$ cat config.mk
export PLATFORM = sky130hd
export DESIGN_NAME = intra4_top
export DESIGN_NICKNAME = d
export VERILOG_FILES = /design/src/logic/intra4_pkg.sv /design/src/logic/intra4_predictor.sv /design/src/logic/intra4_sse.sv /design/src/logic/intra4_mode_select.sv /design/src/logic/intra4_top.sv
export SDC_FILE = /design/constraint.sdc
export NUM_CORES = 2
export LEC_CHECK = 0
export BUFFER_PORTS_ARGS = -buffer_cell sky130_fd_sc_hd__buf_2
export CORE_UTILIZATION = 32
export CTS_CLUSTER_DIAMETER = 40
export DETAILED_ROUTE_END_ITERATION = 8
export PLACE_DENSITY = 0.56
export SKIP_LAST_GASP = 1
export SYNTH_ARGS = -nofsm -noshare
export SYNTH_HDL_FRONTEND = slang
export SYNTH_SLANG_ARGS = --single-unit
$ cat constraint.sdc
create_clock -name clk -period 54.7 [get_ports clk]
set_clock_uncertainty 0.1 [all_clocks]
set_input_delay 13.675 -clock clk [delete_from_list [all_inputs] [get_ports clk]]
set_output_delay 13.675 -clock clk [all_outputs]
set_load 0.02 [all_outputs]
$ cat src/logic/intra4_pkg.sv
//----------------------------------------
// Shared types and constants for the 4x4 intra mode picker
// Referenced by scoped name from every RTL module
//----------------------------------------
`default_nettype none

package intra4_pkg;

    //----------------------------------------
    // Widths and counts
    //----------------------------------------
    localparam int unsigned PIXEL_W    = 8;
    localparam int unsigned NUM_MODES  = 4;
    localparam int unsigned BLK_PIXELS = 16;
    localparam int unsigned LAMBDA_W   = 16;
    localparam int unsigned SSE_W      = 21;
    localparam int unsigned SCORE_W    = 32;
    localparam int unsigned SSE_SHIFT  = 8;
    localparam int unsigned COST_W     = 11;

    //----------------------------------------
    // Pixel data
    //----------------------------------------
    typedef logic [PIXEL_W-1:0] pixel_t;

    // Raster order, element 0 is the top-left pixel
    typedef pixel_t [BLK_PIXELS-1:0] block_t;

    // top[3:0] sit above the block, top[7:4] above-right
    typedef struct packed {
        pixel_t         top_left;
        pixel_t [7:0]   top;
        pixel_t [3:0]   left;
    } neighbours_t;

    //----------------------------------------
    // Modes
    //----------------------------------------
    typedef enum logic [1:0] {
        DC = 2'd0,
        TM = 2'd1,
        VE = 2'd2,
        HE = 2'd3
    } mode_e;

    // Fixed header cost per mode, indexed by mode_e
    localparam logic [COST_W-1:0] MODE_COST [NUM_MODES] = '{
        11'd40,
        11'd1151,
        11'd1723,
        11'd1874
    };

    // One candidate travelling down the SSE pipeline
    typedef struct packed {
        mode_e  mode;
        logic   last;
        block_t pred;
    } cand_t;

endpackage

`default_nettype wire

$ cat src/logic/intra4_predictor.sv
//----------------------------------------
// Combinational 4x4 luma predictor for DC, TM, VE and HE
// Output follows mode_i and the neighbour pixels directly
//----------------------------------------
`default_nettype none

module intra4_predictor (
    input  intra4_pkg::mode_e       mode_i,
    input  intra4_pkg::neighbours_t nbr_i,
    output intra4_pkg::block_t      pred_o
);

    // Three-tap 1-2-1 smoothing with rounding
    function automatic intra4_pkg::pixel_t avg3(
        input intra4_pkg::pixel_t a,
        input intra4_pkg::pixel_t b,
        input intra4_pkg::pixel_t c
    );
        logic [intra4_pkg::PIXEL_W+1:0] s;
        s = (intra4_pkg::PIXEL_W+2)'(a)
          + ((intra4_pkg::PIXEL_W+2)'(b) << 1)
          + (intra4_pkg::PIXEL_W+2)'(c)
          + (intra4_pkg::PIXEL_W+2)'(2);
        return s[intra4_pkg::PIXEL_W+1:2];
    endfunction

    // left + top - top_left, saturated to the pixel range
    function automatic intra4_pkg::pixel_t tm_clip(
        input intra4_pkg::pixel_t l,
        input intra4_pkg::pixel_t t,
        input intra4_pkg::pixel_t tl
    );
        logic [intra4_pkg::PIXEL_W+1:0] v;
        v = (intra4_pkg::PIXEL_W+2)'(l)
          + (intra4_pkg::PIXEL_W+2)'(t)
          - (intra4_pkg::PIXEL_W+2)'(tl);
        if (v[intra4_pkg::PIXEL_W+1]) begin
            return '0;
        end else if (v[intra4_pkg::PIXEL_W]) begin
            return '1;
        end
        return v[intra4_pkg::PIXEL_W-1:0];
    endfunction

    logic [intra4_pkg::PIXEL_W+2:0] dc_sum;
    intra4_pkg::pixel_t             dc_val;
    intra4_pkg::pixel_t             ext_top  [6];
    intra4_pkg::pixel_t             ext_left [6];
    intra4_pkg::pixel_t             ve_col   [4];
    intra4_pkg::pixel_t             he_row   [4];

    //----------------------------------------
    // Per-mode building blocks
    //----------------------------------------
    always_comb begin
        dc_sum = (intra4_pkg::PIXEL_W+3)'(4);
        for (int i = 0; i < 4; i++) begin
            dc_sum = dc_sum
                   + (intra4_pkg::PIXEL_W+3)'(nbr_i.top[i])
                   + (intra4_pkg::PIXEL_W+3)'(nbr_i.left[i]);
        end
        dc_val = dc_sum[intra4_pkg::PIXEL_W+2:3];

        // Row above, extended by top_left and the first above-right pixel
        ext_top[0] = nbr_i.top_left;
        for (int i = 0; i < 5; i++) begin
            ext_top[i+1] = nbr_i.top[i];
        end

        // Column to the left, bottom pixel repeated
        ext_left[0] = nbr_i.top_left;
        for (int i = 0; i < 4; i++) begin
            ext_left[i+1] = nbr_i.left[i];
        end
        ext_left[5] = nbr_i.left[3];

        for (int i = 0; i < 4; i++) begin
            ve_col[i] = avg3(ext_top[i], ext_top[i+1], ext_top[i+2]);
            he_row[i] = avg3(ext_left[i], ext_left[i+1], ext_left[i+2]);
        end
    end

    //----------------------------------------
    // Mode mux
    //----------------------------------------
    always_comb begin
        for (int r = 0; r < 4; r++) begin
            for (int c = 0; c < 4; c++) begin
                case (mode_i)
                    intra4_pkg::DC: pred_o[r*4+c] = dc_val;
                    intra4_pkg::TM: pred_o[r*4+c] = tm_clip(nbr_i.left[r], nbr_i.top[c],
                                                            nbr_i.top_left);
                    intra4_pkg::VE: pred_o[r*4+c] = ve_col[c];
                    default:        pred_o[r*4+c] = he_row[r];
                endcase
            end
        end
    end

endmodule

`default_nettype wire

$ cat src/logic/intra4_sse.sv
//----------------------------------------
// Two-stage SSE pipeline taking one candidate per cycle
// Candidate rides alongside so mode and prediction stay matched
//----------------------------------------
`default_nettype none

module intra4_sse (
    input  logic                            clk,
    input  logic                            rst_n,
    input  logic                            in_valid_i,
    input  intra4_pkg::cand_t               cand_i,
    input  intra4_pkg::block_t              src_i,
    output logic                            out_valid_o,
    output intra4_pkg::cand_t               cand_o,
    output logic [intra4_pkg::SSE_W-1:0]    sse_o
);

    function automatic logic [2*intra4_pkg::PIXEL_W-1:0] sq_diff(
        input intra4_pkg::pixel_t a,
        input intra4_pkg::pixel_t b
    );
        intra4_pkg::pixel_t d;
        d = (a > b) ? a - b : b - a;
        return (2*intra4_pkg::PIXEL_W)'(d) * (2*intra4_pkg::PIXEL_W)'(d);
    endfunction

    logic [intra4_pkg::SSE_W-1:0]   row_sum [4];
    logic [intra4_pkg::SSE_W-1:0]   row_q   [4];
    logic                           valid_s1_q;
    intra4_pkg::cand_t              cand_s1_q;

    // Stage one per-row sums
    always_comb begin
        for (int r = 0; r < 4; r++) begin
            row_sum[r] = '0;
            for (int c = 0; c < 4; c++) begin
                row_sum[r] = row_sum[r]
                           + intra4_pkg::SSE_W'(sq_diff(src_i[r*4+c], cand_i.pred[r*4+c]));
            end
        end
    end

    always_ff @(posedge clk or negedge rst_n) begin
        if (!rst_n) begin
            valid_s1_q  <= 1'b0;
            out_valid_o <= 1'b0;
        end else begin
            valid_s1_q  <= in_valid_i;
            out_valid_o <= valid_s1_q;
        end
    end

    always_ff @(posedge clk) begin
        if (in_valid_i) begin
            row_q     <= row_sum;
            cand_s1_q <= cand_i;
        end
        // Stage two folds the rows
        if (valid_s1_q) begin
            sse_o  <= row_q[0] + row_q[1] + row_q[2] + row_q[3];
            cand_o <= cand_s1_q;
        end
    end

    // Each candidate comes out two cycles later unchanged
    a_latency: assert property (
        @(posedge clk) disable iff (!rst_n)
        in_valid_i |-> ##2 (out_valid_o && cand_o == $past(cand_i, 2))
    );

endmodule

`default_nettype wire

$ cat src/logic/intra4_mode_select.sv
//----------------------------------------
// Scores each candidate and tracks the cheapest one
// Result is presented the cycle after the last candidate
//----------------------------------------
`default_nettype none

module intra4_mode_select (
    input  logic                                clk,
    input  logic                                rst_n,
    input  logic                                valid_i,
    input  intra4_pkg::cand_t                   cand_i,
    input  logic [intra4_pkg::SSE_W-1:0]        sse_i,
    input  logic [intra4_pkg::LAMBDA_W-1:0]     lambda_mode_i,
    output logic                                result_valid_o,
    output intra4_pkg::mode_e                   best_mode_o,
    output logic [intra4_pkg::SCORE_W-1:0]      best_score_o,
    output intra4_pkg::block_t                  best_pred_o
);

    logic [intra4_pkg::SCORE_W-1:0] cand_score;
    logic                           first_q;
    logic                           take;
    intra4_pkg::mode_e              best_mode_q;
    logic [intra4_pkg::SCORE_W-1:0] best_score_q;
    intra4_pkg::block_t             best_pred_q;
    intra4_pkg::mode_e              nxt_mode;
    logic [intra4_pkg::SCORE_W-1:0] nxt_score;
    intra4_pkg::block_t             nxt_pred;

    // SSE << 8 plus header cost * lambda
    assign cand_score = (intra4_pkg::SCORE_W'(sse_i) << intra4_pkg::SSE_SHIFT)
                      + intra4_pkg::SCORE_W'(intra4_pkg::MODE_COST[cand_i.mode])
                      * intra4_pkg::SCORE_W'(lambda_mode_i);

    // Strictly lower wins, ties keep the earlier mode
    assign take = first_q || (cand_score < best_score_q);

    always_comb begin
        nxt_mode  = take ? cand_i.mode : best_mode_q;
        nxt_score = take ? cand_score  : best_score_q;
        nxt_pred  = take ? cand_i.pred : best_pred_q;
    end

    always_ff @(posedge clk or negedge rst_n) begin
        if (!rst_n) begin
            first_q        <= 1'b1;
            result_valid_o <= 1'b0;
        end else begin
            result_valid_o <= valid_i && cand_i.last;
            if (valid_i) begin
                first_q <= cand_i.last;
            end
        end
    end

    always_ff @(posedge clk) begin
        if (valid_i) begin
            best_mode_q  <= nxt_mode;
            best_score_q <= nxt_score;
            best_pred_q  <= nxt_pred;
        end
        // Output copy holds until the next request finishes
        if (valid_i && cand_i.last) begin
            best_mode_o  <= nxt_mode;
            best_score_o <= nxt_score;
            best_pred_o  <= nxt_pred;
        end
    end

    a_single_pulse: assert property (
        @(posedge clk) disable iff (!rst_n)
        result_valid_o |=> !result_valid_o
    );

endmodule

`default_nettype wire

$ cat src/logic/intra4_top.sv
//----------------------------------------
// Best 4x4 intra mode picker with a start/done handshake
// Inputs must stay stable from start_i until they are latched
//----------------------------------------
`default_nettype none

module intra4_top (
    input  logic                                clk,
    input  logic                                rst_n,
    input  logic                                start_i,
    input  logic [intra4_pkg::LAMBDA_W-1:0]     lambda_mode_i,
    input  intra4_pkg::block_t                  src_i,
    input  intra4_pkg::neighbours_t             nbr_i,
    output logic                                done_o,
    output intra4_pkg::mode_e                   best_mode_o,
    output logic [intra4_pkg::SCORE_W-1:0]      best_score_o,
    output intra4_pkg::block_t                  best_pred_o
);

    typedef enum logic [1:0] {
        S_IDLE,
        S_ISSUE,
        S_WAIT
    } state_e;

    state_e                             state_q;
    logic [1:0]                         mode_cnt_q;
    logic                               accept;
    logic                               last_issue;
    intra4_pkg::mode_e                  cur_mode;
    intra4_pkg::block_t                 src_q;
    intra4_pkg::neighbours_t            nbr_q;
    logic [intra4_pkg::LAMBDA_W-1:0]    lambda_q;
    intra4_pkg::block_t                 pred;
    logic                               issue_valid_q;
    intra4_pkg::cand_t                  issue_cand_q;
    logic                               sse_valid;
    intra4_pkg::cand_t                  sse_cand;
    logic [intra4_pkg::SSE_W-1:0]       sse;

    assign accept     = (state_q == S_IDLE) && start_i;
    assign cur_mode   = intra4_pkg::mode_e'(mode_cnt_q);
    assign last_issue = (mode_cnt_q == 2'(intra4_pkg::NUM_MODES - 1));

    //----------------------------------------
    // Request FSM and mode counter
    //----------------------------------------
    always_ff @(posedge clk or negedge rst_n) begin
        if (!rst_n) begin
            state_q       <= S_IDLE;
            mode_cnt_q    <= '0;
            issue_valid_q <= 1'b0;
        end else begin
            issue_valid_q <= (state_q == S_ISSUE);
            case (state_q)
                S_IDLE: begin
                    if (start_i) begin
                        state_q    <= S_ISSUE;
                        mode_cnt_q <= '0;
                    end
                end
                S_ISSUE: begin
                    mode_cnt_q <= mode_cnt_q + 2'd1;
                    if (last_issue) begin
                        state_q <= S_WAIT;
                    end
                end
                S_WAIT: begin
                    if (done_o) begin
                        state_q <= S_IDLE;
                    end
                end
                default: state_q <= S_IDLE;
            endcase
        end
    end

    // Input latches and the issue register
    always_ff @(posedge clk) begin
        if (accept) begin
            src_q    <= src_i;
            nbr_q    <= nbr_i;
            lambda_q <= lambda_mode_i;
        end
        if (state_q == S_ISSUE) begin
            issue_cand_q.mode <= cur_mode;
            issue_cand_q.last <= last_issue;
            issue_cand_q.pred <= pred;
        end
    end

    //----------------------------------------
    // Datapath
    //----------------------------------------
    intra4_predictor u_predictor (
        .mode_i (cur_mode),
        .nbr_i  (nbr_q),
        .pred_o (pred)
    );

    intra4_sse u_sse (
        .clk         (clk),
        .rst_n       (rst_n),
        .in_valid_i  (issue_valid_q),
        .cand_i      (issue_cand_q),
        .src_i       (src_q),
        .out_valid_o (sse_valid),
        .cand_o      (sse_cand),
        .sse_o       (sse)
    );

    intra4_mode_select u_mode_select (
        .clk            (clk),
        .rst_n          (rst_n),
        .valid_i        (sse_valid),
        .cand_i         (sse_cand),
        .sse_i          (sse),
        .lambda_mode_i  (lambda_q),
        .result_valid_o (done_o),
        .best_mode_o    (best_mode_o),
        .best_score_o   (best_score_o),
        .best_pred_o    (best_pred_o)
    );

    // No candidate is in flight once the FSM is back in IDLE
    a_idle_empty: assert property (
        @(posedge clk) disable iff (!rst_n)
        state_q == S_IDLE |-> !issue_valid_q && !sse_valid
    );

endmodule

`default_nettype wire

# After elaboration in Yosys (flattened, before gate mapping)
# Cells that the tools add are included.
# word_totals
regBits,1055
in_bits,251
output_inout_bits,163
# op_classes
addsub,113
mul,17
n_lt_le_gt_ge,18
n_eq_ne,8
n_mux,140
n_bitwise,1
n_reduce_logical,8
# ops
op,count
8-bit 2-to-1 mux,64
8-bit one-hot mux with 3 select lines,16
8-bit by 8-bit multiplier with 16-bit output,16
8-bit subtractor,32
21-bit by 16-bit adder with 21-bit output,8
10-bit by 8-bit subtractor with 10-bit output,16
8-bit by 8-bit adder with 9-bit output,16
8-bit greater-than comparator,16
128-bit 2-to-1 mux,1
10-bit by 2-bit adder with 10-bit output (second input constant),8
10-bit by 8-bit adder with 10-bit output,8
8-bit by 9-bit adder with 10-bit output,8
11-bit by 8-bit adder with 11-bit output,7
16-bit by 16-bit adder with 17-bit output,4
21-bit adder,3
1-bit 2-to-1 mux,48
32-bit less-than comparator,1
32-bit 2-to-1 mux,1
29-bit by 27-bit adder with 30-bit output,1
11-bit by 16-bit multiplier with 27-bit output,1
11-bit binary-select mux with 2-bit select,1
11-bit 2-to-1 mux,2
2-bit 2-to-1 mux,5
3-bit by 8-bit adder with 9-bit output (first input constant),1
other kinds (15),21

# Depth between registers and ports, before layout
# depth
word_depth,9
mapped_depth,46
ltp_nobuf,46

# Modules after synthesis
# From an unflattened synthesis, not the netlist that was laid out.
# hier_totals
cells_unflattened,8955
hier_area_um2,98619.6
# modules_own_cells
module,n_inst,cells_each,area_per_inst_um2
intra4_sse,1,5138,51886.0
intra4_mode_select,1,1385,18985.7
intra4_predictor,1,2037,16159.2
intra4_top,1,395,11588.6

# Worst setup path before layout
# No wires, ideal clock.
# synth_path
kind,input port to flip-flop
startpoint,input start_i
endpoint,register mode_cnt_q[0] (netlist: cur_mode[0])
setup_ps,154
t_arrival_ps,30693
required_time_ps,54446
path_slack_ps,23753
stages,3
path_buffers,0
path_cell_list,nor3b_1 -> or3_1 -> o21ai_0
# synth_via
elab_chain_cells,2
# synth_rtl
element,line_no,source
"start, declared",intra4_top.sv:10,"input logic start_i,"
2-bit != test (no line),-,
2-bit AND reduction (no line),-,
"end signal, assigned",intra4_top.sv:63,mode_cnt_q <= mode_cnt_q + 2'd1;
"end, declared",intra4_top.sv:27,logic [1:0] mode_cnt_q;
# Every way passes these cells.
# A chain may end at the register's enable or synchronous reset.

# Worst setup path after layout
# layout_path
startpoint,register u_mode_select.best_pred_o[127] (netlist name)
endpoint,output best_pred_o[127] (netlist name)
# layout_rtl
element,line_no,source
"start, declared",intra4_mode_select.sv:17,output intra4_pkg::block_t best_pred_o
"start signal, assigned",intra4_mode_select.sv:66,best_pred_o <= nxt_pred;
"end, declared",intra4_top.sv:17,output intra4_pkg::block_t best_pred_o
# No word-level cell between the ends.

==> flow_summary.ini <==
[run_status]
status = completed

[timing]
final_hold_vio_count = 0
slew_viol_final = 0
totalNegativeSetupSlack_ps = 0
slew-limit-headroom_pct = 15.2
final.period_utilization_pct = 28.0
min_tclk_post_route_ps = 15300
timing_limited_maximum_frequency_ghz = 0.0654
final-setup-viol-count = 0
setup_repair_after_global_routing_missed_its_margin = no
transition_at_the_pin_with_the_smallest_max_transition_slack_ps = 1260

[place]
portBuffers = 389
place_congestion = 0.947
detailed_place_hpwl_mm = 231

[critical_path]
worst-endpoint-required_ps = 40930
timing.critical_path.slowest_cell_delay_ps = 450
worst_ep_arrival_time_ps = 1520
critPathBufInv = 1
worst-setup-path-type = reg2out
critical_path.top_delay_family = flip-flops
critical_path.max_fanout = 1
worstSetupStartpointType = register
endpoint_kind = output pin
cp_slowest_cell = edfxtp_1
critical_path.cell_chain = buf_2

[clocking]
cts_hold_buffers = 0
cts_tree = built
clk_pin_slew_worst_paths_ps = 60
clkLatencyLatePin_ps = 890
cts_resized = 0
cts.sinks = 1047
post-cts-setup-buffers = 0
root_buffer = clkbuf_16
h_tree_levels = 4
max_clock_buf_depth = 4
numCtsBuffers = 180

[grt]
grt_first_pass_wirelength_mm = 429
global_route.overflow_total = 0
first_global_vias = 70400
globalRouteTotalUtil_pct = 18.4
maximum_number_of_pins_on_one_net_before_global_route_repair = 79
grt_antenna_before_repair = 9

[die]
start_util_pct = 32.3
design.die.area_mm2 = 0.309
core_mm2 = 0.304
io-pin-count = 414
die_x_um = 556
fp-row-count = 202
die_h_um = 556

[synthesis]
post-synth-top-count-cell = inv_1
synth-seq-area-share_pct = 32.0
yosys_most_used_dff = edfxtp_1
synth_enable_flop_cells = 1038
synth.lib_cells_used.distinct = 93
number_of_warnings_printed_during_yosys_synthesis = 0
synth-async-reset-ratio_pct = 0.860
synth_largest_type_area_fraction_pct = 31.8
synth.area.top_cells = edfxtp_1 32%, fa_1 21%, ha_1 15%
postSynthAreaPerCell_um2 = 10.9
mappedNetlistArea_mm2 = 0.0981
synthesis.instances = 8985
synth_top_cells_by_count = 1777 x inv_1, 1176 x ha_1, 1038 x edfxtp_1
synth.largest_area_cell = edfxtp_1
ys_ff_latch = 1047

[drt]
routed_wire_length_mm = 286
drtPass1Iterations = 5
routed_wire_length_per_instance_um = 20.7
routed-via-count = 67100
drtIter0Drc = 4109
drc = 0
antenna_left = 0
via_per_inst = 4.86

[finish]
layout-area-overhead-vs-synth_pct = 13.9
fillCellCount = 29900
finish.utilization_pct = 36.8
drive_gt1_share_pct = 11.4
fin_nets = 12000
register_area_mm2 = 0.0314
multi_input_area_mm2 = 0.0596

[min_path]
min_path_type = reg2reg

[job]
drv.max_cap_violation_count = 0
flip-flops by register name, indices dropped and copies added, names as in the netlist, 16 cells and up:
register                    cells
issue_cand_q                  131
nbr_q                          80
u_sse.cand_s1_q               131
u_mode_select.best_score_o     32
u_sse.row_q                    76
lambda_q                       16
src_q                         128
u_mode_select.best_pred_q     128
u_mode_select.best_score_q     32
u_mode_select.best_pred_o     128
u_sse.cand_o                  131
u_sse.sse_o                    21
placed cells by master, fill, tap and decap left out, types with 158 or more instances in the layout:
| master | count |
|---|---|
| inv_1 | 1776 |
| ha_1 | 1175 |
| edfxtp_1 | 1038 |
| fa_1 | 1011 |
| nor2_1 | 537 |
| a21oi_1 | 416 |
| buf_2 | 389 |
| nand2_1 | 365 |
| xnor2_1 | 355 |
| o21ai_0 | 262 |
| mux2_2 | 193 |
| clkbuf_16 | 182 |
| a21o_1 | 177 |
| and2_1 | 164 |
| xor2_1 | 158 |
path summary, 6_finish.rpt:
kind,slack (ps),from,cells past startpoint,to
max in group asynchronous,41470,rst_n,1,issue_valid_q
hold reg to reg,290,u_sse.cand_s1_q[3],0,u_sse.cand_o[3]
min in group asynchronous,12700,rst_n,1,u_sse.valid_s1_q
setup / recovery,39400,u_mode_select.best_pred_o[127],1,best_pred_o[127]
setup reg to reg,42350,issue_cand_q[0],44,u_sse.row_q[80]
hold / removal,290,u_sse.cand_s1_q[3],0,u_sse.cand_o[3]
metal layers:
| metal | global-route usage, % | wire, µm | vias up | part of all wire [%] |
|---|---|---|---|---|
| li1 | - | - | 31200 | - |
| met1 | 23.6 | 122000 | 33700 | 43 |
| met2 | 31.2 | 136000 | 1706 | 48 |
| met3 | 2.66 | 15100 | 468 | 5.3 |
| met4 | 7.59 | 12800 | 2 | 4.5 |
| met5 | 0 | 16 | - | 0.0056 |
area by class of cell:
class,count,share of cell area [%]
multi-input cells,6053,53.4
inverters,1788,6.01
clock inverters,139,1.49
well taps,4080,4.57
repair buffers,478,2.34
diodes,7,0.0157
clock buffers,192,4.11
flip-flops and latches,1047,28.1
cells by family (layout without fill, tap and decap cells):
kind of cell | count (synthesis) | in the layout | share of synthesized area, %
DFF | 1047 | 1047 | 32.0
adders and majority gates | 2187 | 2187 | 35.6
muxes | 266 | 266 | 2.96
and+or+nand+nor | 1655 | 1655 | 8.12
xor gates and xnor gates | 521 | 521 | 4.71
other | 1 | 11 | 0.00382
buffers and inverters | 1888 | 2597 | 7.30
AOI/OAI and AO/OA | 1420 | 1420 | 9.25
metrics by stage:
stage	worst slack, ps	cell area (µm²)	std cells	hold WS (ps)
floorplan	23750	98100	8988	300
CTS	39330	112000	13800	288
global route	39360	112000	13800	294
finish	39400	112000	13800	289
detailed placement	38630	105000	13400	305
global placement	38740	105000	13400	305
Power is not shown: default switching activity piles up to over one toggle a cycle in this logic, so the estimate is an artifact.
